**src/common/sme_pkg.sv**
```systemverilog
package sme_pkg;

    // capacities
    localparam int STR_DEPTH = 32;
    localparam int PAT_DEPTH = 8;

    typedef logic [7:0] char_t;

    // position in the string, also addresses the pattern store
    typedef logic [4:0] str_idx_t;

    // lengths need one more bit than the index
    typedef logic [5:0] str_len_t;
    typedef logic [3:0] pat_len_t;

    // pattern control characters
    localparam char_t HEAD_ANCHOR = 8'h5e;
    localparam char_t TAIL_ANCHOR = 8'h24;
    localparam char_t WILDCARD    = 8'h2e;

    // word boundary inside the string
    localparam char_t SEPARATOR   = 8'h5f;

    // one store write
    typedef struct packed {
        logic     en;
        str_idx_t addr;
        char_t    data;
    } store_wr_t;

    // what the matcher needs to know about a job
    typedef struct packed {
        str_len_t str_len;
        pat_len_t pat_len;
        logic     head_anchor;
        logic     tail_anchor;
    } sme_job_t;

endpackage

```
**src/matcher/sme_matcher.sv**
```systemverilog
module sme_matcher (
    input  logic                                      clk,
    input  logic                                      reset,
    input  logic                                      start,
    input  sme_pkg::sme_job_t                         job,
    input  sme_pkg::char_t [sme_pkg::STR_DEPTH-1:0]   str_chars,
    input  sme_pkg::char_t [sme_pkg::PAT_DEPTH-1:0]   pat_chars,
    output logic                                      busy,
    output logic                                      valid,
    output logic                                      match,
    output sme_pkg::str_idx_t                         match_index
);
    import sme_pkg::*;

    typedef enum logic [1:0] {
        M_IDLE,
        M_SCAN,
        M_REPORT
    } m_state_t;

    m_state_t             state;
    str_idx_t             pos;
    str_len_t             pos_ext;
    str_len_t             tail_idx;
    logic [PAT_DEPTH-1:0] hit_map;
    logic                 head_ok;
    logic                 tail_ok;
    logic                 pos_hit;
    logic                 last_pos;

    assign pos_ext  = {1'b0, pos};
    // first string position after the window
    assign tail_idx = pos_ext + str_len_t'(job.pat_len);

    // window compare at the current start position
    always_comb
    begin
        str_len_t sidx;
        logic     in_str;

        for (int k = 0; k < PAT_DEPTH; k++)
        begin
            sidx   = pos_ext + str_len_t'(k);
            in_str = (sidx < job.str_len);
            if (pat_len_t'(k) >= job.pat_len)
            begin
                // unused pattern slots always pass
                hit_map[k] = 1'b1;
            end
            else if (!in_str)
            begin
                hit_map[k] = 1'b0;
            end
            else
            begin
                hit_map[k] = (pat_chars[k] == WILDCARD)
                             || (pat_chars[k] == str_chars[str_idx_t'(sidx)]);
            end
        end
    end

    // '^' needs the start of the string or a separator before the window
    assign head_ok = !job.head_anchor || (pos == '0)
                     || (str_chars[str_idx_t'(pos - 1'b1)] == SEPARATOR);

    // '$' needs the end of the string or a separator right after it
    assign tail_ok = !job.tail_anchor || (tail_idx == job.str_len)
                     || ((tail_idx < job.str_len)
                         && (str_chars[str_idx_t'(tail_idx)] == SEPARATOR));

    assign pos_hit  = (&hit_map) && head_ok && tail_ok;
    assign last_pos = (pos_ext + 1'b1 >= job.str_len);

    always_ff @(posedge clk or posedge reset)
    begin
        if (reset)
        begin
            state       <= M_IDLE;
            pos         <= '0;
            match       <= 1'b0;
            match_index <= '0;
        end
        else
        begin
            case (state)
                M_IDLE:
                begin
                    if (start)
                    begin
                        state <= M_SCAN;
                        pos   <= '0;
                    end
                end
                M_SCAN:
                begin
                    if (pos_hit || last_pos)
                    begin
                        state       <= M_REPORT;
                        match       <= pos_hit;
                        match_index <= pos_hit ? pos : '0;
                    end
                    else
                    begin
                        pos <= pos + 1'b1;
                    end
                end
                M_REPORT:
                begin
                    state <= M_IDLE;
                end
                default:
                begin
                    state <= M_IDLE;
                end
            endcase
        end
    end

    // result is already registered when valid rises
    assign valid = (state == M_REPORT);
    assign busy  = (state != M_IDLE);

endmodule

```
**src/verilog/sme_char_store.sv**
```systemverilog
module sme_char_store #(
    parameter int DEPTH = sme_pkg::STR_DEPTH
) (
    input  logic                           clk,
    input  logic                           reset,
    input  sme_pkg::store_wr_t             wr,
    output sme_pkg::char_t [DEPTH-1:0]     contents
);
    import sme_pkg::*;

    // one write port, every entry readable at once
    always_ff @(posedge clk or posedge reset)
    begin
        if (reset)
        begin
            contents <= '0;
        end
        else
        begin
            for (int i = 0; i < DEPTH; i++)
            begin
                // addresses past the depth are simply not stored
                if (wr.en && (wr.addr == str_idx_t'(i)))
                begin
                    contents[i] <= wr.data;
                end
            end
        end
    end

endmodule

```
**src/verilog/sme_loader.sv**
```systemverilog
module sme_loader (
    input  logic               clk,
    input  logic               reset,
    input  sme_pkg::char_t     chardata,
    input  logic               isstring,
    input  logic               ispattern,
    input  logic               busy,
    output sme_pkg::store_wr_t str_wr,
    output sme_pkg::store_wr_t pat_wr,
    output sme_pkg::sme_job_t  job,
    output logic               start
);
    import sme_pkg::*;

    typedef enum logic [1:0] {
        LD_IDLE,
        LD_STRING,
        LD_PATTERN
    } ld_state_t;

    ld_state_t state;
    logic      accept;
    logic      str_char;
    logic      pat_char;
    logic      is_head;
    logic      is_tail;
    logic      head_base;
    logic      tail_base;
    str_len_t  str_base;
    pat_len_t  pat_base;

    // strobes are dropped while a job is pending or running
    assign accept   = !busy && !start;
    assign str_char = accept && isstring;
    assign pat_char = accept && !isstring && ispattern;

    assign is_head = (chardata == HEAD_ANCHOR);
    assign is_tail = (chardata == TAIL_ANCHOR);

    // a new run restarts its own length and flags
    assign str_base  = (state == LD_STRING) ? job.str_len : '0;
    assign pat_base  = (state == LD_PATTERN) ? job.pat_len : '0;
    assign head_base = (state == LD_PATTERN) && job.head_anchor;
    assign tail_base = (state == LD_PATTERN) && job.tail_anchor;

    always_comb
    begin
        str_wr.en   = str_char && (str_base < str_len_t'(STR_DEPTH));
        str_wr.addr = str_idx_t'(str_base);
        str_wr.data = chardata;
        // anchors become flags and never reach the store
        pat_wr.en   = pat_char && !is_head && !is_tail && (pat_base < pat_len_t'(PAT_DEPTH));
        pat_wr.addr = str_idx_t'(pat_base);
        pat_wr.data = chardata;
    end

    always_ff @(posedge clk or posedge reset)
    begin
        if (reset)
        begin
            state <= LD_IDLE;
            job   <= '0;
            start <= 1'b0;
        end
        else
        begin
            start <= 1'b0;
            if (str_char)
            begin
                state       <= LD_STRING;
                job.str_len <= str_wr.en ? str_base + 1'b1 : str_base;
            end
            else if (pat_char)
            begin
                state           <= LD_PATTERN;
                job.pat_len     <= pat_wr.en ? pat_base + 1'b1 : pat_base;
                job.head_anchor <= head_base || is_head;
                job.tail_anchor <= tail_base || is_tail;
            end
            else if (state == LD_PATTERN)
            begin
                // end of the pattern run kicks off the scan
                state <= LD_IDLE;
                start <= 1'b1;
            end
            else
            begin
                state <= LD_IDLE;
            end
        end
    end

endmodule

```
**src/verilog/sme_top.sv**
```systemverilog
module sme_top (
    input  logic              clk,
    input  logic              reset,
    input  sme_pkg::char_t    chardata,
    input  logic              isstring,
    input  logic              ispattern,
    output logic              valid,
    output logic              match,
    output sme_pkg::str_idx_t match_index
);
    import sme_pkg::*;

    store_wr_t             str_wr;
    store_wr_t             pat_wr;
    sme_job_t              job;
    logic                  start;
    logic                  busy;
    char_t [STR_DEPTH-1:0] str_chars;
    char_t [PAT_DEPTH-1:0] pat_chars;

    sme_loader loader (
        .clk       (clk),
        .reset     (reset),
        .chardata  (chardata),
        .isstring  (isstring),
        .ispattern (ispattern),
        .busy      (busy),
        .str_wr    (str_wr),
        .pat_wr    (pat_wr),
        .job       (job),
        .start     (start)
    );

    sme_char_store #(
        .DEPTH (STR_DEPTH)
    ) string_store (
        .clk      (clk),
        .reset    (reset),
        .wr       (str_wr),
        .contents (str_chars)
    );

    sme_char_store #(
        .DEPTH (PAT_DEPTH)
    ) pattern_store (
        .clk      (clk),
        .reset    (reset),
        .wr       (pat_wr),
        .contents (pat_chars)
    );

    sme_matcher matcher (
        .clk         (clk),
        .reset       (reset),
        .start       (start),
        .job         (job),
        .str_chars   (str_chars),
        .pat_chars   (pat_chars),
        .busy        (busy),
        .valid       (valid),
        .match       (match),
        .match_index (match_index)
    );

endmodule
```
**config.mk**
```make
export PLATFORM = sky130hd
export DESIGN_NAME = sme_top
export DESIGN_NICKNAME = d
export VERILOG_FILES = /design/src/common/sme_pkg.sv /design/src/matcher/sme_matcher.sv /design/src/verilog/sme_char_store.sv /design/src/verilog/sme_loader.sv /design/src/verilog/sme_top.sv
export SDC_FILE = /design/constraint.sdc
export NUM_CORES = 1
export LEC_CHECK = 0
export BUFFER_PORTS_ARGS = -buffer_cell sky130_fd_sc_hd__clkbuf_2
export CAP_MARGIN = 20
export CORE_MARGIN = 4
export CORE_UTILIZATION = 25
export DETAILED_ROUTE_END_ITERATION = 8
export PLACE_DENSITY_LB_ADDON = 0.05
export SYNTH_ARGS = -nofsm -noshare
export SYNTH_HDL_FRONTEND = slang
export SYNTH_SLANG_ARGS = --single-unit
export TNS_END_PERCENT = 10
```
**constraint.sdc**
```tcl
create_clock -name clk -period 12.4 [get_ports clk]
set_input_delay 1.24 -clock clk [delete_from_list [all_inputs] [get_ports clk]]
set_output_delay 1.24 -clock clk [all_outputs]
set_load 0.02 [all_outputs]
```
==> key figures, run 1 <==
Synth
  – Yosys top cell by area: dfrtp_1
  – Synth async-reset ratio: 1.00
  – Synth Instances: ~2400
  – Number of synthesized flops with an enable pin: 0
  – Seq/Total Area, Yosys: 0.298
  – Synth Register Bits: approximately 350
  – Ys Warns: 0
  – Syn avg cell area: 12.0 um^2
  – Ys flop type: dfrtp_1
  – Mapped Nets: between 2000 and 3000
  – Post-synth top area share: 0.298
  – Post-synthesis cell type count: 77
  – Top cells by area, synth: dfrtp_1 (30%), mux4_2 (25%), mux2_2 (13%), mux2i_1 (5.4%), ha_1 (3.0%)
  – Post-synth top cells: dfrtp_1 (348), mux2_2 (348), mux4_2 (320)
  – Mapped cell area: a little under 30000 um^2

Clocking
  – CTS Sinks: 348
  – Clk Latency, worst-skew pair: 0.63 ns
  – Clock buffer depth: 3
  – CTS Root Cell: clkbuf_16
  – Setup Fix Bufs, Post-CTS: 0
  – CTS tree: yes
  – Post-CTS Hold Buffers: 0
  – H-Tree Depth: 2
  – CTS resizes: 0
  – Clock transition at path regs: ~0.06 ns
  – CTS buffer count: between 40 and 50

Critical path
  – Crit path buffers/inverters: 2
  – R2R setup slack: between 5 and 6 ns
  – Worst reg2reg startpoint: matcher.pos[0]
  – Setup CP Type: reg2reg
  – Setup crit end kind: register
  – CP max FO: between 100 and 150
  – Worst setup path endpoint: matcher.match_index[2]
  – Worst r2r dst: matcher.match_index[2]
  – Largest delay share family, worst path: simple AND/OR/NAND/NOR gates
  – Critical path arrival: around 7.2 ns
  – Worst EP required: roughly 13 ns
  – CP max stage delay: 0.87 ns
  – Slowest cell on crit path: ha_4
  – CP Launch Point: matcher.pos[0]
  – Reg2reg path depth: 14
  – Crit path cell chain: inv_2 -> ha_4 -> buf_12 -> mux4_2 -> mux4_2 -> nor2_1 -> xnor2_1 -> or4_1 -> o21ai_0 -> a311oi_1 -> or4_1 -> o21ai_2 -> nand2_2 -> a22o_1
  – Startpoint Class: register
  – CP Depth: 14

Timing
  – Setup_tns: 0 ns
  – Final Hold Slack: roughly 0.49 ns
  – FMAX: around 150 MHz
  – Worst slew pin tran: between 1 and 1.5 ns
  – Worst Slack Setup Final: between 5 and 6 ns
  – Tmin final: 6.73 ns
  – Clock skew: about 0.018 ns
  – Setup-failing EPs final: 0
  – Slew Limit Fails: 0
  – Slew headroom: 0.133
  – RSZ-0062 raised after global routing: no
  – Part of the cycle the worst path needs: 0.543
  – Final hold vios: 0

Global route
  – Gr ovfl total: 0
  – First-pass GRT wire length: between 200 and 250 mm
  – Largest net degree at the start of global routing: between 100 and 150
  – Total track usage: 0.262
  – Vias in the first global route: ~23000
  – Initial antenna violation count: 9

Finish
  – Layout area overhead: 11.1%
  – Finished Layout Cells: 3952
  – Final nets: ~2500
  – Final Util: 0.280
  – Share of cells above drive strength 1: 0.354
  – Final Cell Area: roughly 33000 um^2

Placed design
  – Post-DP HPWL: 123 mm
  – Gpl congestion: ~0.95
  – Post-DP Area: ~31000 um^2
  – Port Buffers: 18
  – Worst slack at placement: between 5 and 6 ns
  – Dpl cells: between 3000 and 4000

Floorplan
  – Top Ports: 19
  – Initial Utilization: 0.252
  – Row count: about 130
  – Die Height: roughly 350 um
  – Die width: roughly 350 um
  – Die area: approximately 120000 um^2
  – Core area: 116000 um^2

Detailed routing
  – Detailed-route vias per instance: between 6 and 7
  – Total iterations of the first detailed-routing run: 6
  – WL per Instance: 41.1 um
  – Final WL: around 160 mm
  – Antenna Nets Post-Route: 0
  – Residual DRC count: 0
  – Via count: about 24000
  – Initial DRC count: ~2800

Pwr
  – Peak VDD IR: about 0.19 mV
  – Leakage: roughly 13 nW
  – Total power: 6.62 mW
  – Power Density: 204 nW/um^2

Job
  – Max-cap violations: 0

Outcome
  – Status: complete, no violations

Hold path
  – Min-delay worst type: reg2reg
## how the worst min path moves through the flow
stage                  startpoint             to  slack (ns)  cells after the start
global placement    matcher.match  matcher.match        0.47                      1
floorplan           loader.job[0]  loader.job[0]        0.46                      1
finish              matcher.match  matcher.match        0.49                      1
global route        matcher.match  matcher.match        0.51                      1
detailed placement  matcher.match  matcher.match        0.48                      1
CTS                 matcher.match  matcher.match        0.49                      1
## worst register-to-register path, stage by stage (launching register included)
cell,delay [ns]
dfrtp_4,0.84
inv_2,0.15
ha_4,0.87
buf_12,0.58
mux4_2,1.03
mux4_2,0.53
nor2_1,0.17
xnor2_1,0.07
or4_1,0.47
o21ai_0,0.11
a311oi_1,0.12
or4_1,0.63
o21ai_2,0.60
nand2_2,0.22
a22o_1,0.22
## area by class of cell
cell class                 instances  area (um^2)
tap                             1524         1910
sequential                       348         8720
inverter                          52          203
timing repair buffer              76          571
clock buffer                      64         1320
antenna                            8         20.0
clock inverter                    23          229
multi-input combinational       1857        19500
fill                           12000        83700
## flip-flops by register name (all words and copies together), names as in the netlist
signal,flops
string_store.contents,256
pattern_store.contents,64
loader.job,12
matcher.match_index,5
matcher.pos,5
loader.state,2
matcher.state,2
loader.start,1
matcher.match,1
## placed cells by master (no fill, tap or decap), types with 20 or more instances in the layout
cell type and n:
a21oi_1 43, nor3_1 36, a22oi_1 29, o21a_1 22, xor2_1 47, buf_4 54
nand2_1 187, mux4_2 320, ha_1 69, nor2b_1 20, nor2_1 97, mux2i_1 157
nand4_1 33, nand3_1 71, mux2_2 348, nand4b_1 29, o21ai_0 49, dfrtp_1 343
inv_1 43, xnor2_1 42, clkbuf_16 47
## cells by family after synthesis
group / synth area share
AO/OA/AOI/OAI: 0.0672
XOR/XNOR: 0.0293
adder cells (fa/ha/maj): 0.0306
buffers and inverters: 0.0382
flip-flops: 0.298
multiplexers: 0.434
AND/OR/NAND/NOR: 0.103
## routing by layer
layer / vias up / GRT usage / part of all wire
li1: 9521 / - / -
met3: 192 / 0.0452 / 0.069
met1: 13100 / 0.360 / 0.43
met4: 0 / 0.106 / 0.046
met2: 1237 / 0.410 / 0.45
met5: - / 0 / 0
## power breakdown
group	switching (mW)	internal [mW]	leakage (nW)	total, mW
sequential	0.410	1.27	4.71	1.68
combinational	2.11	1.45	7.06	3.57
clock	0.558	0.813	0.765	1.37
Power figures use the tool's default switching activity.
==> inputs of run 2 (changes only) <==
- ABC_AREA: not set -> 1
- clock period: 12.4 -> 5.82 ns (I/O delays scaled with it)
==> run 2 against run 1 <==
Combinational power increased by 99%. Global-route usage increased by 0.91 points. Sequential share of layout area increased by 0.96 points. Cell area decreased by 3.5%. First-iteration DRC count increased by 53%. Maximum frequency increased by 45%. Final cell count increased by 48%. Synthesized cell count increased by 83%. Total power increased by 99%. Critical path type unchanged.
==> key figures, run 2 <==
Finish
  – Filler instances: 12700
  – Top flop regs: string_store.contents (256), pattern_store.contents (64), loader.job (12)
  – Max reg flops: approximately 260
  – Most frequent cells in the layout: nand3_1 (1482), nand2_1 (1415), o21ai_0 (361)
  – Final Cell Area: about 31000 um^2
  – Final nets: around 4400
  – Final Util: 0.279
  – Finished Layout Cells: 5863
  – Top reg by flops: string_store.contents
  – Share of cells above drive strength 1: 0.0576
  – Layout area overhead: 11.1%
  – Commonest non-fill, non-tap cell in the layout: nand3_1

Synth
  – Mux contribution to synthesized area: 0
  – Synth Area in Adders: 0.0317
  – Most common cell in the netlist: nand3_1
  – Seq/Total Area, Yosys: 0.308
  – Post-Synth Simple-Gate Area: 0.491
  – Number of synthesized flops with an enable pin: 0
  – Syn avg cell area: roughly 6.3 um^2
  – Top cells by area, synth: dfrtp_1 (31%), nand3_1 (26%), nand2_1 (19%), o21ai_0 (6.4%), ha_1 (3.1%)
  – Mapped Nets: 4540
  – Compound-gate portion of the synthesized area: 0.0844
  – Mapped cell area: around 28000 um^2
  – Synth Instances: about 4500
  – Synth async-reset ratio: 1.00
  – Largest family of logic cells by synthesized area: simple AND/OR/NAND/NOR gates
  – Post-Synth XOR/XNOR Area: 0.0124
  – Post-synth top area share: 0.308
  – Yosys top cell by area: dfrtp_1
  – Synth Register Bits: ~350
  – Ys Warns: 0
  – Post-synth top cells: nand3_1 (1482), nand2_1 (1416), o21ai_0 (362)
  – Post-synthesis cell type count: 48
  – Ys flop type: dfrtp_1

Clocking
  – CTS Root Cell: clkbuf_16
  – Setup Fix Bufs, Post-CTS: 0
  – Clock buffer depth: 3
  – Clk Latency, worst-skew pair: about 0.64 ns
  – CTS buffer count: 46
  – Clock transition at path regs: around 0.050 ns
  – H-Tree Depth: 2
  – CTS resizes: 0
  – CTS tree: yes
  – CTS Sinks: between 300 and 400

Timing
  – Clock skew: about 0.018 ns
  – Slew headroom: 0.236
  – Tmin final: about 4.6 ns
  – Worst slew pin tran: 1.14 ns
  – Setup-failing EPs final: 0
  – Part of the cycle the worst path needs: 0.798
  – Final Hold Slack: just over 0.3 ns
  – FMAX: approximately 220 MHz
  – Slew Limit Fails: 0
  – Final hold vios: 0
  – Setup_tns: 0 ns
  – Worst Slack Setup Final: around 1.2 ns
  – RSZ-0062 raised after global routing: no

Placed design
  – Post-DP Area: ~30000 um^2
  – Dpl cells: 5780
  – Worst slack at placement: between 1 and 1.5 ns
  – Gpl congestion: 0.946
  – Port Buffers: 18
  – Post-DP HPWL: approximately 120 mm

Job
  – Max-cap violations: 0

Floorplan
  – Die Height: 344 um
  – Die area: between 100000 and 150000 um^2
  – Core area: between 100000 and 150000 um^2
  – Row count: between 100 and 150
  – Die width: between 300 and 400 um
  – Top Ports: 19
  – Initial Utilization: 0.251

Global route
  – Initial antenna violation count: 10
  – Largest net degree at the start of global routing: around 140
  – Total track usage: 0.271
  – Gr ovfl total: 0
  – First-pass GRT wire length: around 230 mm
  – Vias in the first global route: between 20000 and 30000

Hold path
  – Origin of the worst min-delay path: isstring
  – Min-delay worst type: in2reg

Detailed routing
  – Final WL: between 150 and 200 mm
  – Initial DRC count: ~4200
  – Via count: 31800
  – Antenna Nets Post-Route: 0
  – WL per Instance: ~28 um
  – Total iterations of the first detailed-routing run: 9
  – Residual DRC count: 0
  – Detailed-route vias per instance: between 5 and 6

Critical path
  – Worst EP required: between 6 and 7 ns
  – Slowest cell on crit path: inv_1
  – CP max stage delay: about 0.84 ns
  – Setup crit end kind: register
  – Crit path cell chain: ha_2 -> fa_2 -> xor2_2 -> inv_1 -> buf_4 -> nand3_1 -> nand2_1 -> nand2_1 -> a21oi_1 -> nand2_1 -> nand3_1 -> nand3_1 -> a21oi_1 -> nand2_1 -> nor2_1 -> nand3_2 -> nand3_2 -> nand2_2 -> nand2_1 -> nand2_1
  – CP max FO: 8
  – Setup CP Type: reg2reg
  – Critical path arrival: 5.16 ns
  – Worst reg2reg startpoint: matcher.pos[0]
  – Reg2reg path depth: 20
  – Startpoint Class: register
  – CP Launch Point: matcher.pos[0]
  – R2R setup slack: about 1.2 ns
  – Worst r2r dst: matcher.pos[0]
  – Worst setup path endpoint: matcher.pos[0]
  – Crit path top cell by count: nand2_1

Pwr
  – Power Density: around 420 nW/um^2
  – Total power: ~13 mW
  – Peak VDD IR: 0.333 mV
  – Leakage: between 10 and 15 nW

Outcome
  – Status: complete, no violations
-- run 2: worst min path at each step --
stage | to | slack [ns] | cells after the start
final | loader.state[0] | 0.31 | 3
after global routing | loader.state[0] | 0.29 | 3
after CTS | loader.state[0] | 0.26 | 3
after detailed placement | matcher.match_index[3] | 0.47 | 2
after global placement | pattern_store.contents[40] | 0.47 | 2
after floorplan | loader.job[10] | 0.45 | 2
-- run 2: logic make-up after synthesis --
kind of cell | after synthesis
simple gates | 3100
buf+inv | 459
compound gates | 457
flops | 348
fa+ha+maj | 71
xor+xnor | 22
-- run 2: per-layer routing --
metal,vias to the layer above,routed length [um],part of all wire,GRT usage
li1,14900,-,-,-
met1,15500,78400,0.48,0.401
met2,1219,67500,0.41,0.397
met3,186,11700,0.072,0.0512
met4,6,5580,0.034,0.0801
met5,-,34,0.00021,0
-- run 2: worst max-delay path: cells and delay by family, from the launching register on --
kind,cells,cell delay [ns]
fa+ha+maj,2,0.61
simple gates,13,1.50
buf+inv,2,1.17
xor+xnor,1,0.16
compound gates,2,0.52
flops,1,0.56
-- run 2: power by group --
group          switching, mW  internal, mW
registers              0.419          2.69
clock network           1.20          1.76
logic                   5.16          1.96
-- run 2: layout make-up --
| class | instances | area, um^2 | area share |
|---|---|---|---|
| Antenna cell | 3 | 7.51 | 0.000239 |
| Clock buffer | 71 | 1430 | 0.0455 |
| Clock inverter | 7 | 92.6 | 0.00295 |
| Inverter | 167 | 646 | 0.0206 |
| Multi-Input combinational cell | 3650 | 17500 | 0.559 |
| Sequential cell | 348 | 8720 | 0.278 |
| Tap cell | 1500 | 1880 | 0.0598 |
| Timing Repair Buffer | 117 | 1070 | 0.0340 |
-- run 2: repair_timing --
item	in CTS	in global routing
hold buffers	1	0
setup endpoints to repair	0	0
endpoints found under the hold margin	8	0
